===== src/rx_pkg.sv =====
// widths, depths and mux select codes for the receive chain
// plus bit positions of the buffer command word
package rx_pkg;

  // channel layout
  localparam int CHANNELS = 2;          // physical and logical channels alike
  localparam int PARALLEL_SAMPLES = 2;  // samples per word
  localparam int SAMPLE_WIDTH = 16;     // signed, two's complement
  localparam int WORD_WIDTH = PARALLEL_SAMPLES * SAMPLE_WIDTH;

  // mux inputs are raw channels first, then differentiated ones
  localparam int MUX_INPUTS = 2 * CHANNELS;
  localparam int SEL_WIDTH = $clog2(MUX_INPUTS);
  localparam int SEL_DIFF_BASE = CHANNELS;  // select code of diff channel 0

  // timestamp is a per-channel word counter
  localparam int TSTAMP_WIDTH = 32;

  // per-channel sample / timestamp memories
  localparam int BUFFER_DEPTH = 64;
  localparam int ADDR_WIDTH = $clog2(BUFFER_DEPTH);

  // buffer command word
  localparam int CMD_START = 0;  // clear buffers, begin capture
  localparam int CMD_STOP = 1;   // end capture, begin readout

endpackage


===== src/sample_discriminator.sv =====
`timescale 1ns/1ns
// per-channel threshold test on signed samples
// and per-channel word counters used as timestamps
module sample_discriminator (
  input  logic                                                  clk,
  input  logic                                                  rst_n,
  input  logic [rx_pkg::CHANNELS-1:0][rx_pkg::WORD_WIDTH-1:0]   data,
  input  logic [rx_pkg::CHANNELS-1:0]                           valid,
  input  logic [rx_pkg::CHANNELS-1:0][rx_pkg::SAMPLE_WIDTH-1:0] config_data,
  input  logic                                                  config_valid,
  input  logic                                                  start,
  output logic [rx_pkg::CHANNELS-1:0][rx_pkg::WORD_WIDTH-1:0]   disc_data,
  output logic [rx_pkg::CHANNELS-1:0]                           disc_valid,
  output logic [rx_pkg::CHANNELS-1:0]                           disc_keep,
  output logic [rx_pkg::CHANNELS-1:0][rx_pkg::TSTAMP_WIDTH-1:0] disc_tstamp
);

  logic [rx_pkg::CHANNELS-1:0][rx_pkg::SAMPLE_WIDTH-1:0] threshold;
  logic [rx_pkg::CHANNELS-1:0][rx_pkg::TSTAMP_WIDTH-1:0] count;       // valid words since start
  logic [rx_pkg::CHANNELS-1:0][rx_pkg::TSTAMP_WIDTH-1:0] count_base;  // count with start applied
  logic [rx_pkg::CHANNELS-1:0]                           keep;

  always_comb begin
    for (int c = 0; c < rx_pkg::CHANNELS; c++) begin
      // a word arriving with start gets timestamp 0
      count_base[c] = start ? '0 : count[c];
      keep[c] = 1'b0;
      for (int i = 0; i < rx_pkg::PARALLEL_SAMPLES; i++) begin
        // any sample strictly above threshold keeps the word
        if ($signed(data[c][i*rx_pkg::SAMPLE_WIDTH +: rx_pkg::SAMPLE_WIDTH]) >
            $signed(threshold[c])) begin
          keep[c] = 1'b1;
        end
      end
    end
  end

  always_ff @(posedge clk) begin
    if (!rst_n) begin
      for (int c = 0; c < rx_pkg::CHANNELS; c++) begin
        threshold[c] <= {1'b1, {(rx_pkg::SAMPLE_WIDTH-1){1'b0}}};  // most negative value
      end
      count      <= '0;
      disc_valid <= '0;
    end else begin
      if (config_valid) threshold <= config_data;
      disc_valid <= valid;
      for (int c = 0; c < rx_pkg::CHANNELS; c++) begin
        count[c] <= valid[c] ? count_base[c] + 1'b1 : count_base[c];
      end
    end
  end

  // payload registers
  always_ff @(posedge clk) begin
    disc_data   <= data;
    disc_keep   <= keep;
    disc_tstamp <= count_base;  // value before the advance
  end

endmodule


===== config.mk =====
export PLATFORM = sky130hd
export DESIGN_NAME = sample_discriminator
export DESIGN_NICKNAME = d
export VERILOG_FILES = /design/src/rx_pkg.sv /design/src/sample_discriminator.sv
export SDC_FILE = /design/constraint.sdc
export NUM_CORES = 1
export LEC_CHECK = 0
export ABC_AREA = 0
export BUFFER_PORTS_ARGS = -buffer_cell sky130_fd_sc_hd__buf_2
export CORE_UTILIZATION = 50
export DETAILED_ROUTE_END_ITERATION = 8
export PLACE_DENSITY = 0.82
export RECOVER_POWER = 50
export SYNTH_ARGS = -nofsm -noshare
export SYNTH_HDL_FRONTEND = slang
export SYNTH_SLANG_ARGS = --single-unit

===== constraint.sdc =====
create_clock -name clk -period 4.68 [get_ports clk]
set_input_delay 0.936 -clock clk [delete_from_list [all_inputs] [get_ports clk]]
set_output_delay 0.936 -clock clk [all_outputs]
set_load 0.01 [all_outputs]

==> metrics, run 1 <==
run status complete, but fails checks; CTS resizes 0; initial antenna violation count 1; syn nets 1004; GRT Overall Usage 20.8%; dpl hpwl 14.4 mm; clk_lat worst skew 510 ps; Setup CP Type primary input to register; critical path arrival 3890 ps; crit path launch start; FP Rows 48; RSZ-0062 raised after global routing no; CTS tree yes; number of global-route vias before repair 6383; # Post-CTS Setup Buffers 0; grt ovf 0; Seq/Total Area, Yosys 51.5%; Area growth syn-to-layout 22.6%; endpoints failing setup 0; worst reg2reg startpoint count[0]$_SDFF_PN0_; die height 135 um; port bufs 233; VDD IR max 0.332 mV; die area 18300 um^2; slew margin rel. -65.4%; synthesized area 8870 um^2; TritonCTS Buffers 24; Initial Util 51.3%; Yosys cell types 54; most common cell in the synthesized netlist dfxtp_1; PwrDens 384 nW/um^2; final core utilization 62.9%; Hold Crit Start count[31]$_SDFF_PN0_; fmax 0.285 GHz; first-pass GRT wire length 30.6 mm; Routed WL 19.3 mm; routability cong. 0.810; Final Skew 7.80 ps; final std cell area, no fill 10900 um^2; P_leak 4.84 nW; asr flop ratio synth 0%; number of enable flip-flop cells after synthesis 0; initial DRC count 302; CTS HTree Levels 1; Placed Area 10200 um^2; Fill cells 1467; drt pass-1 iters 4; Worst setup EP type register; CTS root buffer clkbuf_16; share of post-route cells with drive strength above 1 18.7%; Core ar. 17300 um^2; min-delay worst type register to register; Post-synth top cells dfxtp_1, nor2b_1, ha_1; top cell type's share of synthesized area 51.5%; Slew @ Worst Pin 2480 ps; nets 1238; crit path time final 3500 ps; cells after synthesis 836; clk buf depth 3; crit-path max FO 47; synth warn 0; Final Max Slew Viols 138; Tcrit/Tclk final 74.9%; Routed wire per std cell 14.7 um; Top FF cell, synth dfxtp_1; post-route ant nets 0; post-synthesis register bit count 228; Fin. Hold Viols 0; Yosys top cell by area dfxtp_1; detailed-route DRC error count 0; DR vias/cell 5.01; failing checks max-capacitance violations, max-slew violations; final setup TNS 0 ps; chip width 135 um; Crit path required time 5060 ps; routed vias 6579; number of buffers inserted by hold repair at cts 0; IO Count 234; CTS sink count 228; clock slew seen by the registers of the worst setup and hold paths 60 ps; syn_area_per_cell 10.6 um^2; Max-Cap Viols 3; largest net degree at the start of global routing 55; top post-synthesis cells by area dfxtp_1, ha_1, nor2b_1; CP Launch Type primary input
critical path, stage by stage:
cell and delay, ps:
clkbuf_1 720, buf_4 530, nor2b_1 430, nand4_4 170, or4_4 580, nor3_2 230
nand3_1 130, mux2i_1 140
layer usage:
layer	vias up	wire length [um]	share of wire [%]	track usage (%)
met5	-	0	0	0
li1	3319	-	-	-
met2	185	9110	47	36.4
met3	42	1000	5.2	3.78
met1	3033	8570	45	25.7
met4	0	578	3.0	6.62
final timing paths:
| check | end | slack (ps) | cells past startpoint |
|---|---|---|---|
| min | disc_tstamp[31]$_DFF_P_ | 480 | 1 |
| max reg2reg | count[26]$_SDFF_PN0_ | 2260 | 8 |
| min reg2reg | disc_tstamp[31]$_DFF_P_ | 480 | 1 |
| max | count[62]$_SDFF_PN0_ | 1180 | 8 |
sequential cells by signal, summed over array words and instances, names as in the netlist:
register     flops
count           64
disc_data       64
disc_tstamp     64
threshold       32
disc_keep        2
disc_valid       2
cells by family (layout without fill, tap and decap cells):
| group | after synthesis | in the layout | synth area share (%) |
|---|---|---|---|
| xor+xnor | 55 | 55 | 5.43 |
| mux | 34 | 34 | 3.84 |
| other cells | 0 | 1 | 0 |
| flops | 228 | 228 | 51.5 |
| buf+inv | 68 | 320 | 3.13 |
| compound gates | 61 | 61 | 4.29 |
| fa+ha+maj | 66 | 66 | 9.31 |
| simple gates | 324 | 324 | 22.6 |
cell usage in the layout (no fill, tap or decap), drive strengths merged, types with 2 or more instances in the layout:
cell | synthesis | routed
a211oi | 3 | 3
a21boi | 6 | 6
a21o | 4 | 4
a21oi | 22 | 22
and2 | 46 | 46
and2b | 18 | 18
and3 | 11 | 11
and3b | 4 | 4
and4 | 7 | 7
and4b | 2 | 2
buf | 6 | 144
clkbuf | 21 | 126
clkinv | 0 | 5
clkinvlp | 0 | 4
dfxtp | 228 | 228
ha | 66 | 66
inv | 40 | 40
mux2i | 34 | 34
nand2 | 36 | 36
nand2b | 5 | 5
nand3 | 26 | 26
nand3b | 3 | 3
nand4 | 30 | 30
nor2 | 19 | 19
nor2b | 87 | 87
nor3 | 10 | 10
nor4 | 8 | 8
o211ai | 6 | 6
o21ai | 12 | 12
or3 | 8 | 8
xnor2 | 35 | 35
xor2 | 20 | 20
where the power goes:
part	internal, mW	switching (mW)	total, mW
Clock	1.10	0.752	1.85
Combinational	0.139	0.173	0.312
Sequential	1.99	0.0170	2.01
layout make-up:
type / count / area, um^2 / share of cell area [%]
antenna: 1 / 2.50 / 0.0230
clock buffer: 34 / 699 / 6.43
sequential: 228 / 4560 / 42.0
multi-input combinational: 540 / 4020 / 37.0
timing repair buffer: 236 / 1070 / 9.83
tap: 225 / 282 / 2.59
inverter: 40 / 150 / 1.38
clock inverter: 10 / 88.8 / 0.817
metrics by stage:
step,power (mW),hold WS [ps],setup WS [ps],instances
2_1_floorplan,2.24,448,1140,836
3_3_place_gp,2.36,461,1280,1269
3_5_place_dp,2.37,463,1160,1269
4_1_cts,4.22,476,1690,1313
5_1_grt,4.33,502,941,1314
6_report,4.17,476,1180,1314
(Power assumes the default switching activity.)
==> run 2: changes to the inputs <==
- CORE_UTILIZATION: 50 -> 47
- PLACE_DENSITY: 0.82 -> 0.81
- clock period: 4.68 -> 3.16 ns (I/O delays scaled with it)
==> run 2 against run 1 <==
Compared with the run above:
- the run still ends with max-capacitance violations, max-slew violations left
- die area increased by 6.3%
- combinational power up 50%
- clock skew about the same
- global-route usage is 1.3 points lower
- sequential cell count unchanged
- via count rose by 0.40%
- highest routed layer unchanged
==> metrics, run 2 (synthesis results as in run 1) <==
port bufs 233 (unchanged); Routed WL 19.6 mm (+2.0%); Psw 1.38 mW (+47%); initial DRC count 240 (-21%); Setup CP Type primary input to register; biggest registers after layout count (64), disc_data (64), disc_tstamp (64); CTS root buffer clkbuf_16; final core utilization 59.6% (-3.3 points); CTS HTree Levels 1 (unchanged); CTS tree yes; Final Max Slew Viols 37 (-73%); VDD IR max 0.427 mV (+29%); Max-Cap Viols 1 (-2); dpl hpwl 14.7 mm (+1.9%); clock network fraction of design power 42.0% (-2.4 points); clock slew seen by the registers of the worst setup and hold paths 60 ps (about the same); grt ovf 0 (unchanged); drt pass-1 iters 4 (unchanged); chip width 139 um (+3.1%); detailed-route DRC error count 0 (unchanged); TritonCTS Buffers 23 (-4.2%); clk_lat worst skew 520 ps (about the same); Core ar. 18200 um^2 (+5.3%); PwrDens 547 nW/um^2 (+42%); nets 1241 (+0.24%); Area growth syn-to-layout 22.3%; number of global-route vias before repair 6330 (-0.83%); share of post-route cells with drive strength above 1 20.3% (+1.7 points); initial antenna violation count 1 (unchanged); Slew @ Worst Pin 1600 ps (-883 ps); Non-Filler Instances 1316 (+0.15%); CTS resizes 0 (unchanged); Crit path required time 3570 ps (-1490 ps); final setup TNS 0 ps (unchanged); failing checks max-capacitance violations, max-slew violations; min-delay worst type primary input to register; Placed Area 10300 um^2 (+0.60%); final std cell area, no fill 10800 um^2 (-0.24%); switching share of power 23.3% (+0.77 points); clk buf depth 3 (unchanged); Initial Util 48.7% (-2.6 points); post-route ant nets 0 (unchanged); routability cong. 0.852 (+5.2%); P_leak 4.93 nW (+1.8%); first-pass GRT wire length 30.8 mm (+0.70%); most frequent cells in the layout dfxtp_1, buf_2, nor2b_1; CP Launch Type primary input; IO Count 234 (unchanged); Worst setup EP type register; Routed wire per std cell 14.9 um (+1.8%); Final Skew 7.92 ps (+0.118 ps); commonest non-fill, non-tap cell in the layout dfxtp_1; Flop pwr share 50.2% (+2.0 points); crit path time final 2640 ps; Placed Instances 1277 (+0.63%); slew margin rel. -6.56% (+59 points); largest net degree at the start of global routing 44 (-20%); Tcrit/Tclk final 83.4%; Internal 4.55 mW (+41%); combinational power share 7.9% (+0.4 points); routed vias 6605 (+0.40%); # Post-CTS Setup Buffers 0 (unchanged); die area 19400 um^2 (+6.3%); run status complete, but fails checks; number of buffers inserted by hold repair at cts 0 (unchanged); DR vias/cell 5.02 (+0.24%); CTS sink count 228 (unchanged); endpoints failing setup 0 (unchanged); die height 139 um (+3.1%); critical path arrival 3050 ps (-840 ps); FP Rows 49 (+2.1%); fmax 0.379 GHz; Fin. Hold Viols 0 (unchanged); GRT Overall Usage 19.5% (-1.3 points); crit-path max FO 28 (-40%); RSZ-0062 raised after global routing no
-- run 2: changes by cell type in the layout (fill, tap and decap cells not counted), moves of 2 or more --
cell / before / now
buf_2: 143 / 167
clkbuf_1: 97 / 74
and2b_1: 12 / 16
and2b_2: 6 / 2
clkinvlp_4: 4 / 1
and2_0: 1 / 3
and2_1: 45 / 43
buf_4: 1 / 3
clkbuf_16: 25 / 23
clkbuf_8: 4 / 2
clkinv_2: 4 / 6
-- run 2: routing by layer --
metal / GRT usage [%] / wire length [um]
met1: 24.0 / 8730
met2: 33.3 / 9220
met3: 4.68 / 1160
met4: 6.73 / 533
met5: 0 / 0
-- run 2: worst paths after layout --
check	startpoint	end	slack (ps)	cells past startpoint
max reg2reg	count[0]$_SDFF_PN0_	count[30]$_SDFF_PN0_	900	8
min	data[0]	disc_data[0]$_DFF_P_	230	1
min reg2reg	count[31]$_SDFF_PN0_	disc_tstamp[31]$_DFF_P_	480	1
max	start	count[63]$_SDFF_PN0_	520	8
-- run 2: worst max-delay path, cell delays in order --
cell and delay, ps:
clkbuf_1 210, clkbuf_1 500, and4b_1 440, nand4_1 150, nor4b_2 580, nand4_1 210
xnor2_1 160, and2_1 160
-- run 2: area by class of cell --
class,count,area (um^2)
fillers,1548,7360
flip-flops and latches,228,4560
multi-input cells,540,4030
inverters,40,150
well taps,229,287
repair buffers,240,1140
diodes,1,2.50
clock inverters,8,57.6
clock buffers,30,622
-- run 2: through the flow --
| step | hold WS, ps | setup slack (ps) | power (mW) |
|---|---|---|---|
| 6_report | 231 | 523 | 5.93 |
| 5_1_grt | 210 | 425 | 6.18 |
| 4_1_cts | 212 | 898 | 6.02 |
| 3_5_place_dp | 472 | 332 | 3.51 |
| 3_3_place_gp | 461 | 440 | 3.50 |
| 2_1_floorplan | 448 | 25.5 | 3.31 |
-- run 2: power groups by stage --
stage,Sequential (mW),Combinational [mW],Clock (mW)
floorplan,3.06,0.250,0
global placement,3.04,0.459,0
detailed placement,3.04,0.476,0
CTS,2.97,0.481,2.56
global route,2.98,0.517,2.68
finish,2.98,0.468,2.49
==> run 3: changes to the inputs <==
- clock period: 3.16 -> 2.2 ns (I/O delays scaled with it)
==> run 3 against run 2 <==
Compared with the run above:
- the flow now finishes without violations
- sequential power is 43% higher
- clock power is 58% higher
- count of clock-buffer cells in the layout increased by 3
- final cell count increased by 4.2%
- non-clock buffer count is 52 higher
- die area is the same
- sequential share of layout area decreased by 2.2 points
==> metrics, run 3 (synthesis results as in run 1) <==
biggest registers after layout count (64), disc_data (64), disc_tstamp (64); final core utilization 62.9% (+3.3 points); initial DRC count 323 (+35%); first-pass GRT wire length 33.1 mm (+7.5%); critical path arrival 2490 ps (-560 ps); Area growth syn-to-layout 29.0%; Max stage delay on crit path 420 ps (-160 ps); crit-path cells nor2b_4 > ha_4 > and4_4 > nand4_1 > nor4_4 > nand4_1 > xnor2_1 > and2_1; drt pass-1 iters 5 (+1); port bufs 233 (unchanged); CTS HTree Levels 1 (unchanged); routed vias 6760 (+2.3%); PwrDens 778 nW/um^2 (+42%); DR vias/cell 4.93 (-1.8%); die area 19400 um^2 (unchanged); final std cell area, no fill 11400 um^2 (+5.5%); slew margin rel. 43.2% (+50 points); die height 139 um (unchanged); run status completed; hold slack 45.9 ps (-185 ps); min-delay worst type primary input to register; Slew @ Worst Pin 852 ps (-747 ps); CTS tree yes; crit-path max FO 4 (-86%); Routed WL 20.6 mm (+4.7%); endpoints failing setup 0 (unchanged); Routed wire per std cell 15.0 um (+0.46%); most frequent CP cell nand4_1; Max-Cap Viols 0 (-1); initial antenna violation count 0 (-1); Tcrit/Tclk final 94.5%; Fill cells 1521 (-1.7%); clock slew seen by the registers of the worst setup and hold paths 60 ps (about the same); chip width 139 um (unchanged); number of global-route vias before repair 6769 (+6.9%); clk buf depth 3 (unchanged); Final Max Slew Viols 0 (-100%); grt ovf 0 (unchanged); CP max stage cell nor4_4; CP Launch Type register; commonest non-fill, non-tap cell in the layout dfxtp_1; flop-to-flop setup slack 120 ps (-780 ps); Final Worst Setup Slack 120 ps (-403 ps); largest net degree at the start of global routing 38 (-14%); GRT Overall Usage 21.0% (+1.5 points); post-route ant nets 0 (unchanged); FP Rows 49 (unchanged); P_leak 5.27 nW (+7.0%); pre-CTS setup slack -208 ps (-540 ps); Worst setup EP type register; Setup CP Type register to register; crit path time final 2080 ps; TritonCTS Buffers 23 (unchanged); fmax 0.481 GHz; detailed-route DRC error count 0 (unchanged); CTS sink count 228 (unchanged); Core ar. 18200 um^2 (unchanged); nets 1293 (+4.2%); Fin. Hold Viols 0 (unchanged); final setup TNS 0 ps (unchanged); CTS root buffer clkbuf_16; number of diodes 0 (-1); dpl hpwl 15.4 mm (+4.9%); CP top delay family simple AND/OR/NAND/NOR gates; Final Skew 7.58 ps (-0.341 ps); IO Count 234 (unchanged); CP bufs+invs 0 (-2); Crit path required time 2610 ps (-960 ps); share of post-route cells with drive strength above 1 26.4% (+6.0 points); Placed Area 10700 um^2 (+4.3%); VDD IR max 0.653 mV (+53%); clk_lat worst skew 520 ps (about the same); routability cong. 0.883 (+3.7%); most frequent cells in the layout dfxtp_1, buf_2, nor2b_1; Initial Util 48.7% (unchanged)
run 3: cell count changes in the layout (fill, tap and decap cells not counted), moves of 5 or more:
cell     delta
buf_2       +5
and2b_2     +7
and2b_1     -7
buf_4      +51
run 3: timing repair:
action / in CTS / in global routing
gates resized for setup: 0 / 8
hold buffers: 0 / 0
setup endpoints to repair: 0 / 1
setup buffers: 0 / 3
run 3: area by class of cell:
cell class	instances	area, um^2	area share (%)
multi-input cells	540	4120	36.0
clock buffers	33	623	5.44
flip-flops and latches	228	4570	39.9
repair buffers	292	1570	13.7
well taps	229	287	2.50
clock inverters	9	130	1.14
inverters	40	150	1.31
run 3: routing by layer:
layer / track usage, % / part of all wire, % / up-vias
li1: - / - / 3421
met1: 26.0 / 44 / 3106
met2: 36.2 / 48 / 188
met3: 3.65 / 5.5 / 45
met4: 8.13 / 2.9 / 0
met5: 0 / 0 / -
run 3: worst paths after layout:
check                                  to            startpoint  cells past startpoint
hold / removal       disc_data[7]$_DFF_P_               data[7]                      1
hold reg to reg   disc_tstamp[31]$_DFF_P_  count[31]$_SDFF_PN0_                      1
setup reg to reg     count[30]$_SDFF_PN0_   count[1]$_SDFF_PN0_                      8
setup / recovery     count[30]$_SDFF_PN0_   count[1]$_SDFF_PN0_                      8
run 3: through the flow:
stage                     total power, mW  cells
after floorplan                      4.77    836
after global placement               5.04   1326
after detailed placement             5.06   1326
after CTS                            9.00   1368
after global routing                 9.27   1371
final                                8.90   1371
run 3: report_power, final:
group	leakage (nW)	internal [mW]	total (mW)	switching [mW]
clock network	0.364	2.33	3.93	1.60
registers	1.87	4.24	4.27	0.0358
logic	3.04	0.318	0.693	0.376
