--- config.mk ---
export PLATFORM = sky130hd
export DESIGN_NAME = sample_differentiator
export DESIGN_NICKNAME = d
export VERILOG_FILES = /design/src/rx_pkg.sv /design/src/sample_differentiator.sv
export SDC_FILE = /design/constraint.sdc
export NUM_CORES = 1
export LEC_CHECK = 0
export BUFFER_PORTS_ARGS = -buffer_cell sky130_fd_sc_hd__buf_2
export CORE_MARGIN = 2
export CORE_UTILIZATION = 55
export CTS_BUF_LIST = sky130_fd_sc_hd__clkbuf_16
export DETAILED_ROUTE_END_ITERATION = 6
export GPL_ROUTABILITY_DRIVEN = 0
export PLACE_DENSITY = 0.81
export SLEW_MARGIN = 25
export SYNTH_ARGS = -nofsm -noshare
export SYNTH_HDL_FRONTEND = slang
export SYNTH_SLANG_ARGS = --single-unit
export TNS_END_PERCENT = 20
--- constraint.sdc ---
create_clock -name clk -period 5.01 [get_ports clk]
set_clock_uncertainty 0.15 [all_clocks]
set_input_delay 1.002 -clock clk [delete_from_list [all_inputs] [get_ports clk]]
set_output_delay 1.002 -clock clk [all_outputs]
set_load 0.03 [all_outputs]
--- src/rx_pkg.sv ---
// widths, depths and mux select codes for the receive chain
// plus bit positions of the buffer command word
package rx_pkg;

  // channel layout
  localparam int CHANNELS = 2;          // physical and logical channels alike
  localparam int PARALLEL_SAMPLES = 2;  // samples per word
  localparam int SAMPLE_WIDTH = 16;     // signed, two's complement
  localparam int WORD_WIDTH = PARALLEL_SAMPLES * SAMPLE_WIDTH;

  // mux inputs are raw channels first, then differentiated ones
  localparam int MUX_INPUTS = 2 * CHANNELS;
  localparam int SEL_WIDTH = $clog2(MUX_INPUTS);
  localparam int SEL_DIFF_BASE = CHANNELS;  // select code of diff channel 0

  // timestamp is a per-channel word counter
  localparam int TSTAMP_WIDTH = 32;

  // per-channel sample / timestamp memories
  localparam int BUFFER_DEPTH = 64;
  localparam int ADDR_WIDTH = $clog2(BUFFER_DEPTH);

  // buffer command word
  localparam int CMD_START = 0;  // clear buffers, begin capture
  localparam int CMD_STOP = 1;   // end capture, begin readout

endpackage

--- src/sample_differentiator.sv ---
`timescale 1ns/1ns
// first difference across the parallel samples of one channel
// last sample of each valid word is history for the next word
module sample_differentiator (
  input  logic                          clk,
  input  logic                          rst_n,
  input  logic [rx_pkg::WORD_WIDTH-1:0] data,
  input  logic                          valid,
  output logic [rx_pkg::WORD_WIDTH-1:0] diff_data,
  output logic                          diff_valid
);

  logic [rx_pkg::SAMPLE_WIDTH-1:0] last_sample;  // top lane of previous valid word
  logic [rx_pkg::SAMPLE_WIDTH-1:0] prev [rx_pkg::PARALLEL_SAMPLES];  // predecessor per lane
  logic [rx_pkg::WORD_WIDTH-1:0]   diff_next;

  // lane 0 looks back into history, others at the lane below
  always_comb begin
    prev[0] = last_sample;
    for (int i = 1; i < rx_pkg::PARALLEL_SAMPLES; i++) begin
      prev[i] = data[(i-1)*rx_pkg::SAMPLE_WIDTH +: rx_pkg::SAMPLE_WIDTH];
    end
    for (int i = 0; i < rx_pkg::PARALLEL_SAMPLES; i++) begin
      // wraps to sample width
      diff_next[i*rx_pkg::SAMPLE_WIDTH +: rx_pkg::SAMPLE_WIDTH] =
        data[i*rx_pkg::SAMPLE_WIDTH +: rx_pkg::SAMPLE_WIDTH] - prev[i];
    end
  end

  always_ff @(posedge clk) begin
    if (!rst_n) begin
      last_sample <= '0;  // zero history after reset
      diff_valid  <= 1'b0;
    end else begin
      diff_valid <= valid;
      if (valid) begin
        last_sample <= data[rx_pkg::WORD_WIDTH-1 -: rx_pkg::SAMPLE_WIDTH];
      end
    end
  end

  // payload register
  always_ff @(posedge clk) begin
    if (valid) begin
      diff_data <= diff_next;
    end
  end

endmodule

==> impl_results.md, run 1 <==
* Status: complete, no violations
* Share of layout cells above drive strength 1 at 21.3%
* P&R area growth vs syn at 18.3%
* Setup bufs post-CTS at 0
* GRT Total Usage at 20.8%
* Detail Placement HPWL at 4740 µm
* Syn avg cell area at 10.1 µm²
* Die area at 6250 µm²
* Initial DRT Pass Iterations at 4
* CP delay by family, top: compound AO/OA/AOI/OAI gates
* Final Max Tran Viols at 0
* Syn nets at 373
* Cell variety after synth at 43
* CP cell instances: buf_2, inv_1, ha_1, fa_1, nor2b_1, o211ai_1, a21oi_1, a41oi_2, a311o_1
* Initial antenna violation count at 0
* Layout net count at 442
* Post-route cell area at 3660 µm²
* Final TNS setup at 0 ns
* Fin. Hold Viols at 0
* Final setup vio count at 0
* Drt wl/cell at 13.9 µm
* Core Area at 5470 µm²
* Top_reg_cell synth: edfxtp_1
* Top cell type's share of synthesized area at 31.0%
* Peak VDD IR at 0.000181 V
* Synth async-reset ratio at 0%
* Vias in the first global route at 2275
* Clock sink total at 49
* Tcrit/Tclk final at 61.3%
* Final Non-Filler Cells at 448
* Power per cell area at 332 nW/µm²
* Initial Utilization at 56.6%
* Ranking of synthesized cells by area: edfxtp_1 31%, ha_1 12%, dfxtp_1 11%
* Critical path buffers and inverters at 2
* RSZ-0062 raised after global routing: false
* Met2 Routed Length at 2940 µm
* Dpl cells at 440
* Number of synthesized flops with an enable pin at 32
* Cell area after synthesis at 3100 µm²
* CTS Hold Buffers Added at 0
* DR vias/cell at 5.35
* PortBufs at 67
* Row Count at 27
* Final core occ at 67.0%
* Final WL at 6210 µm
* CTS tree: done
* P_leak at 1.69 nW
* Largest net degree at the start of global routing at 34
* Seq/Total Area, Yosys at 42.0%
* Synth Instances at 306
* Fill count at 438
* Max stage delay on crit path at 0.42 ns
* Residual DRC count at 0
* First-pass GRT wire length at 10200 µm
* Root buf cell: clkbuf_16
* Metal3 WL at 221 µm
* H-tree depth at 2
* Clock Latency Late Sink at 0.29 ns
* Min-Delay Path Class: reg -> reg
* Crit path time final at 3.07 ns
* Gr ovfl total at 0
* Critical path required time at 4.90 ns
* Iter 0 DRT Violations at 57
* Fmax at 326 MHz
* Metal-1 WL at 2960 µm
* Chip width at 79.1 µm
* Register bit total from synthesis at 49
* Count of maximum capacitance violations at 0
* Die H at 79.1 µm
* Worst Setup Start Kind: input port
* Crit Path Max Fanout at 3
* Top cells by count, synth: 41 x inv_1, 32 x edfxtp_1, 30 x ha_1
* Most instantiated library cell after synthesis: inv_1
* Post-CTS resize count at 0
* # diodes at 0
* Top-level I/O count at 68
* Clk slew on worst S/H paths at 0.06 ns
* Total power at 1.22 mW
* Number of CTS-inserted buffers at 5
* Critical path data arrival time at 2.96 ns
* Top sig layer: met4
* Remaining antenna violation count at 0
* Crit path capture type: flip-flop
* Slowest CP cell: fa_1
* Vias at 2395
* Placed inst area at 3510 µm²
* Type of the worst setup path: in -> reg
* Largest area contributor in the netlist: edfxtp_1
* Max clock buf depth at 2
* YS warnings at 0
* Worst-Margin Slew at 0.462 ns
* Max-slew headroom at 69.0%
cell families (layout without fill, tap and decap cells):
logic type | Yosys count | after routing | share of synthesized area [%]
compound gates | 73 | 73 | 16.1
xor+xnor | 22 | 22 | 6.22
fa+ha+maj | 32 | 32 | 13.4
buf+inv | 47 | 117 | 5.74
flops | 49 | 49 | 42.0
mux | 17 | 17 | 5.49
simple gates | 66 | 66 | 11.0
routing by layer:
metal | up-vias | GRT usage [%]
met5 | - | 0
met4 | 0 | 6.72
met3 | 9 | 3.07
met2 | 52 | 34.8
met1 | 1105 | 27.8
li1 | 1229 | -
final timing paths:
path / from / endpoint / slack, ns / cells after the start
worst min-delay path: last_sample[6] / last_sample[6] / 0.37 / 2
worst max-delay path: data[0] / diff_data[12] / 1.94 / 9
worst min register to register: last_sample[6] / last_sample[6] / 0.37 / 2
worst max register to register: last_sample[0] / diff_data[12] / 2.48 / 7
flip-flops by register name (all words and copies together), names as in the netlist:
signal	count
diff_data	32
diff_valid	1
last_sample	16
power breakdown:
group | internal, mW | switching (mW)
clock | 0.212 | 0.138
sequential | 0.491 | 0.0127
combinational | 0.135 | 0.228
final cells by class:
class,count,area [µm²],area share (%)
Inverter,41,154,4.20
Tap cell,72,90.1,2.46
Sequential cell,49,1300,35.5
Clock buffer,6,150,4.10
Clock inverter,2,7.51,0.205
Timing Repair Buffer,68,343,9.35
Multi-Input combinational cell,210,1620,44.2
cells in the final DEF (no fill, tap or decap), types with 4 or more instances in the layout:
master     synthesis  layout
mux2i_1           17      17
nand2_1           16      16
ha_1              30      30
edfxtp_1          32      32
nor2b_1           17      17
a21oi_1           20      20
inv_1             41      42
clkbuf_16          0       6
dfxtp_1           17      17
xnor2_1           14      14
o21ai_1            9       9
xor2_1             8       8
a211oi_1           4       4
o21a_1             4       4
a21o_1            10      10
a31oi_1            4       4
nor2_1            14      14
buf_2              1      67
stage by stage:
stage	setup slack [ns]	hold slack [ns]
finish	1.94	0.375
global placement	1.75	0.346
detailed placement	1.67	0.359
global route	1.80	0.401
floorplan	1.98	0.333
CTS	1.97	0.379
worst min-delay path: stages, from the launching register on:
cell and delay, ns:
dfxtp_1 0.31, mux2i_1 0.12, nor2b_1 0.06
Power figures use the tool's default switching activity.
==> run 2: changes to the inputs <==
--- a/config.mk
+++ b/config.mk
@@ -5,13 +5,14 @@
 export SDC_FILE = /design/constraint.sdc
 export NUM_CORES = 1
 export LEC_CHECK = 0
+export ABC_AREA = 1
 export BUFFER_PORTS_ARGS = -buffer_cell sky130_fd_sc_hd__buf_2
 export CORE_MARGIN = 2
 export CORE_UTILIZATION = 55
 export CTS_BUF_LIST = sky130_fd_sc_hd__clkbuf_16
 export DETAILED_ROUTE_END_ITERATION = 6
 export GPL_ROUTABILITY_DRIVEN = 0
-export PLACE_DENSITY = 0.81
+export PLACE_DENSITY = 0.8
 export SLEW_MARGIN = 25
 export SYNTH_ARGS = -nofsm -noshare
 export SYNTH_HDL_FRONTEND = slang
==> constraint.sdc (replaced) <==
create_clock -name clk -period 3.01 [get_ports clk]
set_clock_uncertainty 0.15 [all_clocks]
set_input_delay 0.602 -clock clk [delete_from_list [all_inputs] [get_ports clk]]
set_output_delay 0.602 -clock clk [all_outputs]
set_load 0.03 [all_outputs]
==> run 2 against run 1 <==
  * Clock power increased by 89%
  * Critical endpoint is now diff_data[14]
  * First-iteration DRC count grew 140%
  * Combinational power increased by 85%
  * Final cell count up 39%
  * Synthesized cell count increased by 56%
  * Power up 78%
  * Die area rose by 9.9%
  * Design area up 9.6%
  * Sequential cell count did not move
  * Routed wire length increased by 22%
  * Critical path type unchanged
==> impl_results.md, run 2 <==
* Top-level I/O count at 68
* Drt wl/cell at 12.1 µm
* Max reg flops at 32
* Share of layout cells above drive strength 1 at 15.7%
* Chip width at 82.9 µm
* Final WL at 7570 µm
* Core Area at 5960 µm²
* Min-Delay Path Class: reg -> reg
* Top cell type's share of synthesized area at 28.1%
* P_leak at 2.28 nW
* Count of maximum capacitance violations at 0
* Die H at 82.9 µm
* Most instantiated library cell after synthesis: nand2_1
* Max clock buf depth at 2
* First-pass GRT wire length at 12600 µm
* CP cell instances: buf_2, inv_1, ha_1, fa_1, inv_1, nand4_1, nand2_1, nand2_1, nand3_1, nand2_1
* Met2 Use GR at 39.6%
* Final TNS setup at 0 ns
* Initial Utilization at 57.5%
* Placed inst area at 3840 µm²
* Max-slew headroom at 56.1%
* Number of CTS-inserted buffers at 5
* Largest regs: diff_data x32, last_sample x16, diff_valid x1
* Max stage delay on crit path at 0.43 ns
* Die area at 6870 µm²
* Layout net count at 615
* Remaining antenna violation count at 0
* Vias at 3102
* P&R area growth vs syn at 17.4%
* Fmax at 465 MHz
* Number of synthesized flops with an enable pin at 32
* Synth async-reset ratio at 0%
* Busiest grt layer: met2
* Residual DRC count at 0
* Vias in the first global route at 2898
* Tcrit/Tclk final at 71.5%
* Most frequent cell on the critical path: nand2_1
* Crit path capture type: flip-flop
* Clk slew on worst S/H paths at 0.07 ns
* Clock Latency Late Sink at 0.29 ns
* # diodes at 0
* Row Count at 28
* Critical path data arrival time at 2.04 ns
* Crit Path Max Fanout at 3
* Fill count at 511
* Cell area after synthesis at 3420 µm²
* Routing usage on met1 at 26.8%
* Final Max Tran Viols at 0
* Status: complete, no violations
* Largest net degree at the start of global routing at 39
* Top cells by count, synth: 154 x nand2_1, 111 x inv_1, 35 x a21oi_1
* Met3 Use GR at 3.78%
* DR vias/cell at 4.97
* Final Hold Slack at 0.314 ns
* CTS Hold Buffers Added at 0
* Worst-Margin Slew at 0.658 ns
* Type of the worst setup path: in -> reg
* Syn avg cell area at 7.19 µm²
* Detail Placement HPWL at 5890 µm
* Critical path buffers and inverters at 3
* Gr ovfl total at 0
* Ranking of synthesized cells by area: edfxtp_1 28%, nand2_1 17%, inv_1 12%
* Cell variety after synth at 21
* Syn nets at 543
* Top_reg_cell synth: edfxtp_1
* Final setup vio count at 0
* Most flops, register: diff_data
* CTS tree: done
* H-tree depth at 2
* Commonest non-fill, non-tap cell in the layout: nand2_1
* Initial DRT Pass Iterations at 4
* Power per cell area at 540 nW/µm²
* Seq/Total Area, Yosys at 38.0%
* Peak VDD IR at 0.000283 V
* Register bit total from synthesis at 49
* Setup bufs post-CTS at 0
* Post-route cell area at 4020 µm²
* Synth Instances at 476
* Worst Setup Start Kind: input port
* PortBufs at 67
* Fin. Hold Viols at 0
* Crit path time final at 2.15 ns
* Initial antenna violation count at 0
* GRT Total Usage at 22.1%
* CP delay by family, top: adder cells
* Critical path required time at 2.90 ns
* Root buf cell: clkbuf_16
* Clock sink total at 49
* Most frequent cells in the layout: 154 x nand2_1, 111 x inv_1, 67 x buf_2, 35 x a21oi_1, 32 x edfxtp_1
* RSZ-0062 raised after global routing: false
* Iter 0 DRT Violations at 135
* YS warnings at 0
* Largest area contributor in the netlist: edfxtp_1
* Slowest CP cell: fa_1
* Post-CTS resize count at 0
==> run 2: report_power, final <==
part           switching, mW  internal [mW]
Clock                  0.262          0.399
Combinational          0.452          0.218
Sequential            0.0202          0.820
==> run 2: path summary, 6_finish.rpt <==
| check | slack [ns] | to | depth (start not counted) | start |
|---|---|---|---|---|
| setup / recovery | 0.86 | diff_data[14] | 10 | data[0] |
| hold / removal | 0.31 | last_sample[4] | 2 | last_sample[4] |
| setup reg to reg | 1.01 | diff_data[14] | 8 | last_sample[0] |
| hold reg to reg | 0.31 | last_sample[4] | 2 | last_sample[4] |
==> run 2: kinds of logic after synthesis <==
| group | count (synthesis) | share of synthesized area, % |
|---|---|---|
| AO/OA/AOI/OAI | 51 | 7.46 |
| XOR/XNOR | 16 | 4.09 |
| adder cells (fa/ha/maj) | 32 | 12.1 |
| buffers and inverters | 116 | 12.8 |
| flip-flops | 49 | 38.0 |
| AND/OR/NAND/NOR | 212 | 25.5 |
==> run 2: layout make-up <==
type / instances / area, µm² / share of cell area, %
clock buffers: 5 / 125 / 3.11
clock inverters: 3 / 47.5 / 1.18
inverters: 113 / 424 / 10.6
multi-input cells: 311 / 1680 / 41.9
flip-flops and latches: 49 / 1300 / 32.4
well taps: 75 / 93.8 / 2.34
repair buffers: 68 / 343 / 8.53
==> run 2: routing by layer <==
metal | vias to the layer above | share of wire, % | wire, µm
met5 | - | 0 | 0
met3 | 16 | 4.7 | 353
met1 | 1376 | 44 | 3320
met2 | 88 | 49 | 3730
met4 | 0 | 2.3 | 173
li1 | 1622 | - | -
==> run 2: per-stage QoR <==
| stage | setup slack, ns | instances | power (mW) | util (%) |
|---|---|---|---|---|
| global placement | 0.729 | 616 | 1.50 | 64.6 |
| floorplan | 0.930 | 476 | 1.34 | - |
| CTS | 0.912 | 624 | 2.18 | 67.5 |
| global route | 0.802 | 624 | 2.29 | 67.5 |
| finish | 0.859 | 624 | 2.17 | 67.5 |
| detailed placement | 0.603 | 616 | 1.52 | 64.6 |
==> run 2: worst register-to-register path: stages (launching register included) <==
cell     delay, ns
dfxtp_1       0.32
ha_1          0.21
fa_1          0.43
inv_1         0.11
nand4_1       0.11
nand2_1       0.17
nand2_1       0.09
nand3_1       0.08
nand2_1       0.06
==> run 3: changes to the inputs <==
==> constraint.sdc (replaced) <==
create_clock -name clk -period 2.3 [get_ports clk]
set_clock_uncertainty 0.15 [all_clocks]
set_input_delay 0.46 -clock clk [delete_from_list [all_inputs] [get_ports clk]]
set_output_delay 0.46 -clock clk [all_outputs]
set_load 0.03 [all_outputs]
==> run 3 against run 2 <==
  * Register-to-register slack got worse by 0.66 ns
  * Count of clock-buffer cells in the layout did not move
  * Sequential power rose by 31%
  * Core utilization barely moved
  * Clock power rose by 27%
  * Global-route usage rose by 1.0 points
  * Via count rose by 0.35%
  * Combinational power rose by 31%
  * Critical endpoint is now diff_data[12]
  * Highest routed layer unchanged
==> impl_results.md, run 3 (same netlist as run 2, synthesis figures left out) <==
* Detail Placement HPWL at 6050 µm
* Final setup vio count at 0
* Min-Delay Path Class: in -> reg
* RSZ-0062 raised after global routing: false
* Clock network fraction of design power at 29.7%
* Max-slew headroom at 53.7%
* Layout net count at 616
* Clock sink total at 49
* Crit path time final at 1.95 ns
* Critical path buffers and inverters at 1
* CTS tree: done
* Residual DRC count at 0
* Worst-Margin Slew at 0.693 ns
* Critical path data arrival time at 1.84 ns
* Fin. Hold Viols at 0
* Worst Setup Start Kind: flip-flop
* Comb pwr share at 31.2%
* Number of CTS-inserted buffers at 5
* Tcrit/Tclk final at 84.7%
* Initial DRT Pass Iterations at 4
* Row Count at 28
* P&R area growth vs syn at 17.5%
* Most frequent cells in the layout: 154 x nand2_1, 112 x inv_1, 67 x buf_2, 35 x a21oi_1, 32 x edfxtp_1
* Chip width at 82.9 µm
* First-pass GRT wire length at 13300 µm
* CTS Hold Buffers Added at 0
* Die area at 6870 µm²
* Iter 0 DRT Violations at 120
* Drt wl/cell at 12.3 µm
* Final Max Tran Viols at 0
* GRT Total Usage at 23.2%
* Psw at 0.943 mW
* Max reg flops at 32
* Initial antenna violation count at 0
* Count of maximum capacitance violations at 0
* Max clock buf depth at 2
* Total power at 2.81 mW
* Place WS at 0.0952 ns
* Critical path required time at 2.19 ns
* Fmax at 514 MHz
* Worst setup margin at 0.353 ns
* Die H at 82.9 µm
* CP cell instances: ha_1, fa_1, inv_1, nand3_1, nand3_1, nand3_1, nand4_1, nand2_1
* Largest net degree at the start of global routing at 28
* CP delay by family, top: adder cells
* Clk slew on worst S/H paths at 0.07 ns
* Setup bufs post-CTS at 0
* Final TNS setup at 0 ns
* Largest regs: diff_data x32, last_sample x16, diff_valid x1
* Gr ovfl total at 0
* Internal power at 1.87 mW
* Vias in the first global route at 3019
* Type of the worst setup path: reg -> reg
* Status: complete, no violations
* Crit path capture type: flip-flop
* # diodes at 0
* Post-CTS resize count at 0
* Vias at 3113
* P_leak at 2.28 nW
* Sequential power share at 39.1%
* Most flops, register: diff_data
* Remaining antenna violation count at 0
* Slowest CP cell: fa_1
* Initial Utilization at 57.5%
* H-tree depth at 2
* Commonest non-fill, non-tap cell in the layout: nand2_1
* Switching Fraction at 33.5%
* Peak VDD IR at 0.000341 V
* Top-level I/O count at 68
* Root buf cell: clkbuf_16
* Clock Latency Late Sink at 0.29 ns
* Max stage delay on crit path at 0.42 ns
* Final WL at 7690 µm
* PortBufs at 67
* Power per cell area at 700 nW/µm²
* Core Area at 5960 µm²
* Crit Path Max Fanout at 3
* Share of layout cells above drive strength 1 at 15.6%
* Most frequent cell on the critical path: nand3_1
* DR vias/cell at 4.98
-- run 3: cell types whose count changed in the layout (fill, tap and decap cells not counted), sizes merged --
cell | previous run | this run
buf | 68 | 69
clkinv | 0 | 1
inv | 115 | 114
-- run 3: worst min-delay path, delay by kind of cell --
| family | cells | cell delay, ns |
|---|---|---|
| buffers and inverters | 1 | 0.10 |
| and+or+nand+nor | 2 | 0.12 |
-- run 3: metal layers --
layer  vias up  track usage [%]  routed length, µm
li1       1623                -                  -
met1      1406             28.2               3330
met2        80             43.1               3940
met3         4             2.78                352
met4         0             5.96                 59
met5         -                0                  0
-- run 3: area by class of cell --
cell class,count,area [µm²]
Multi-Input combinational cell,311,1680
Timing Repair Buffer,69,350
Clock buffer,5,125
Sequential cell,49,1300
Tap cell,75,93.8
Fill cell,535,1940
Inverter,113,424
Clock inverter,3,42.5
-- run 3: path summary, 6_finish.rpt --
check,from,to,slack [ns],cells after the start
worst max-delay path,last_sample[0],diff_data[12],0.35,8
worst min-delay path,data[31],last_sample[15],0.29,3
worst max register to register,last_sample[0],diff_data[12],0.35,8
worst min register to register,last_sample[2],last_sample[2],0.31,2
-- run 3: stage by stage --
step / instance area [µm²] / std cells / utilization, % / hold slack (ns)
global placement: 3850 / 617 / 64.7 / 0.296
floorplan: 3420 / 476 / - / 0.287
global route: 4020 / 625 / 67.5 / 0.319
detailed placement: 3850 / 617 / 64.7 / 0.303
CTS: 4020 / 625 / 67.5 / 0.290
finish: 4020 / 625 / 67.5 / 0.287
-- run 3: power by group through the flow --
stage | clock, mW | combinational, mW | sequential (mW)
after global routing | 0.885 | 0.980 | 1.11
after CTS | 0.854 | 0.876 | 1.10
after detailed placement | 0 | 0.868 | 1.12
after floorplan | 0 | 0.456 | 1.30
after global placement | 0 | 0.849 | 1.12
final | 0.836 | 0.878 | 1.10
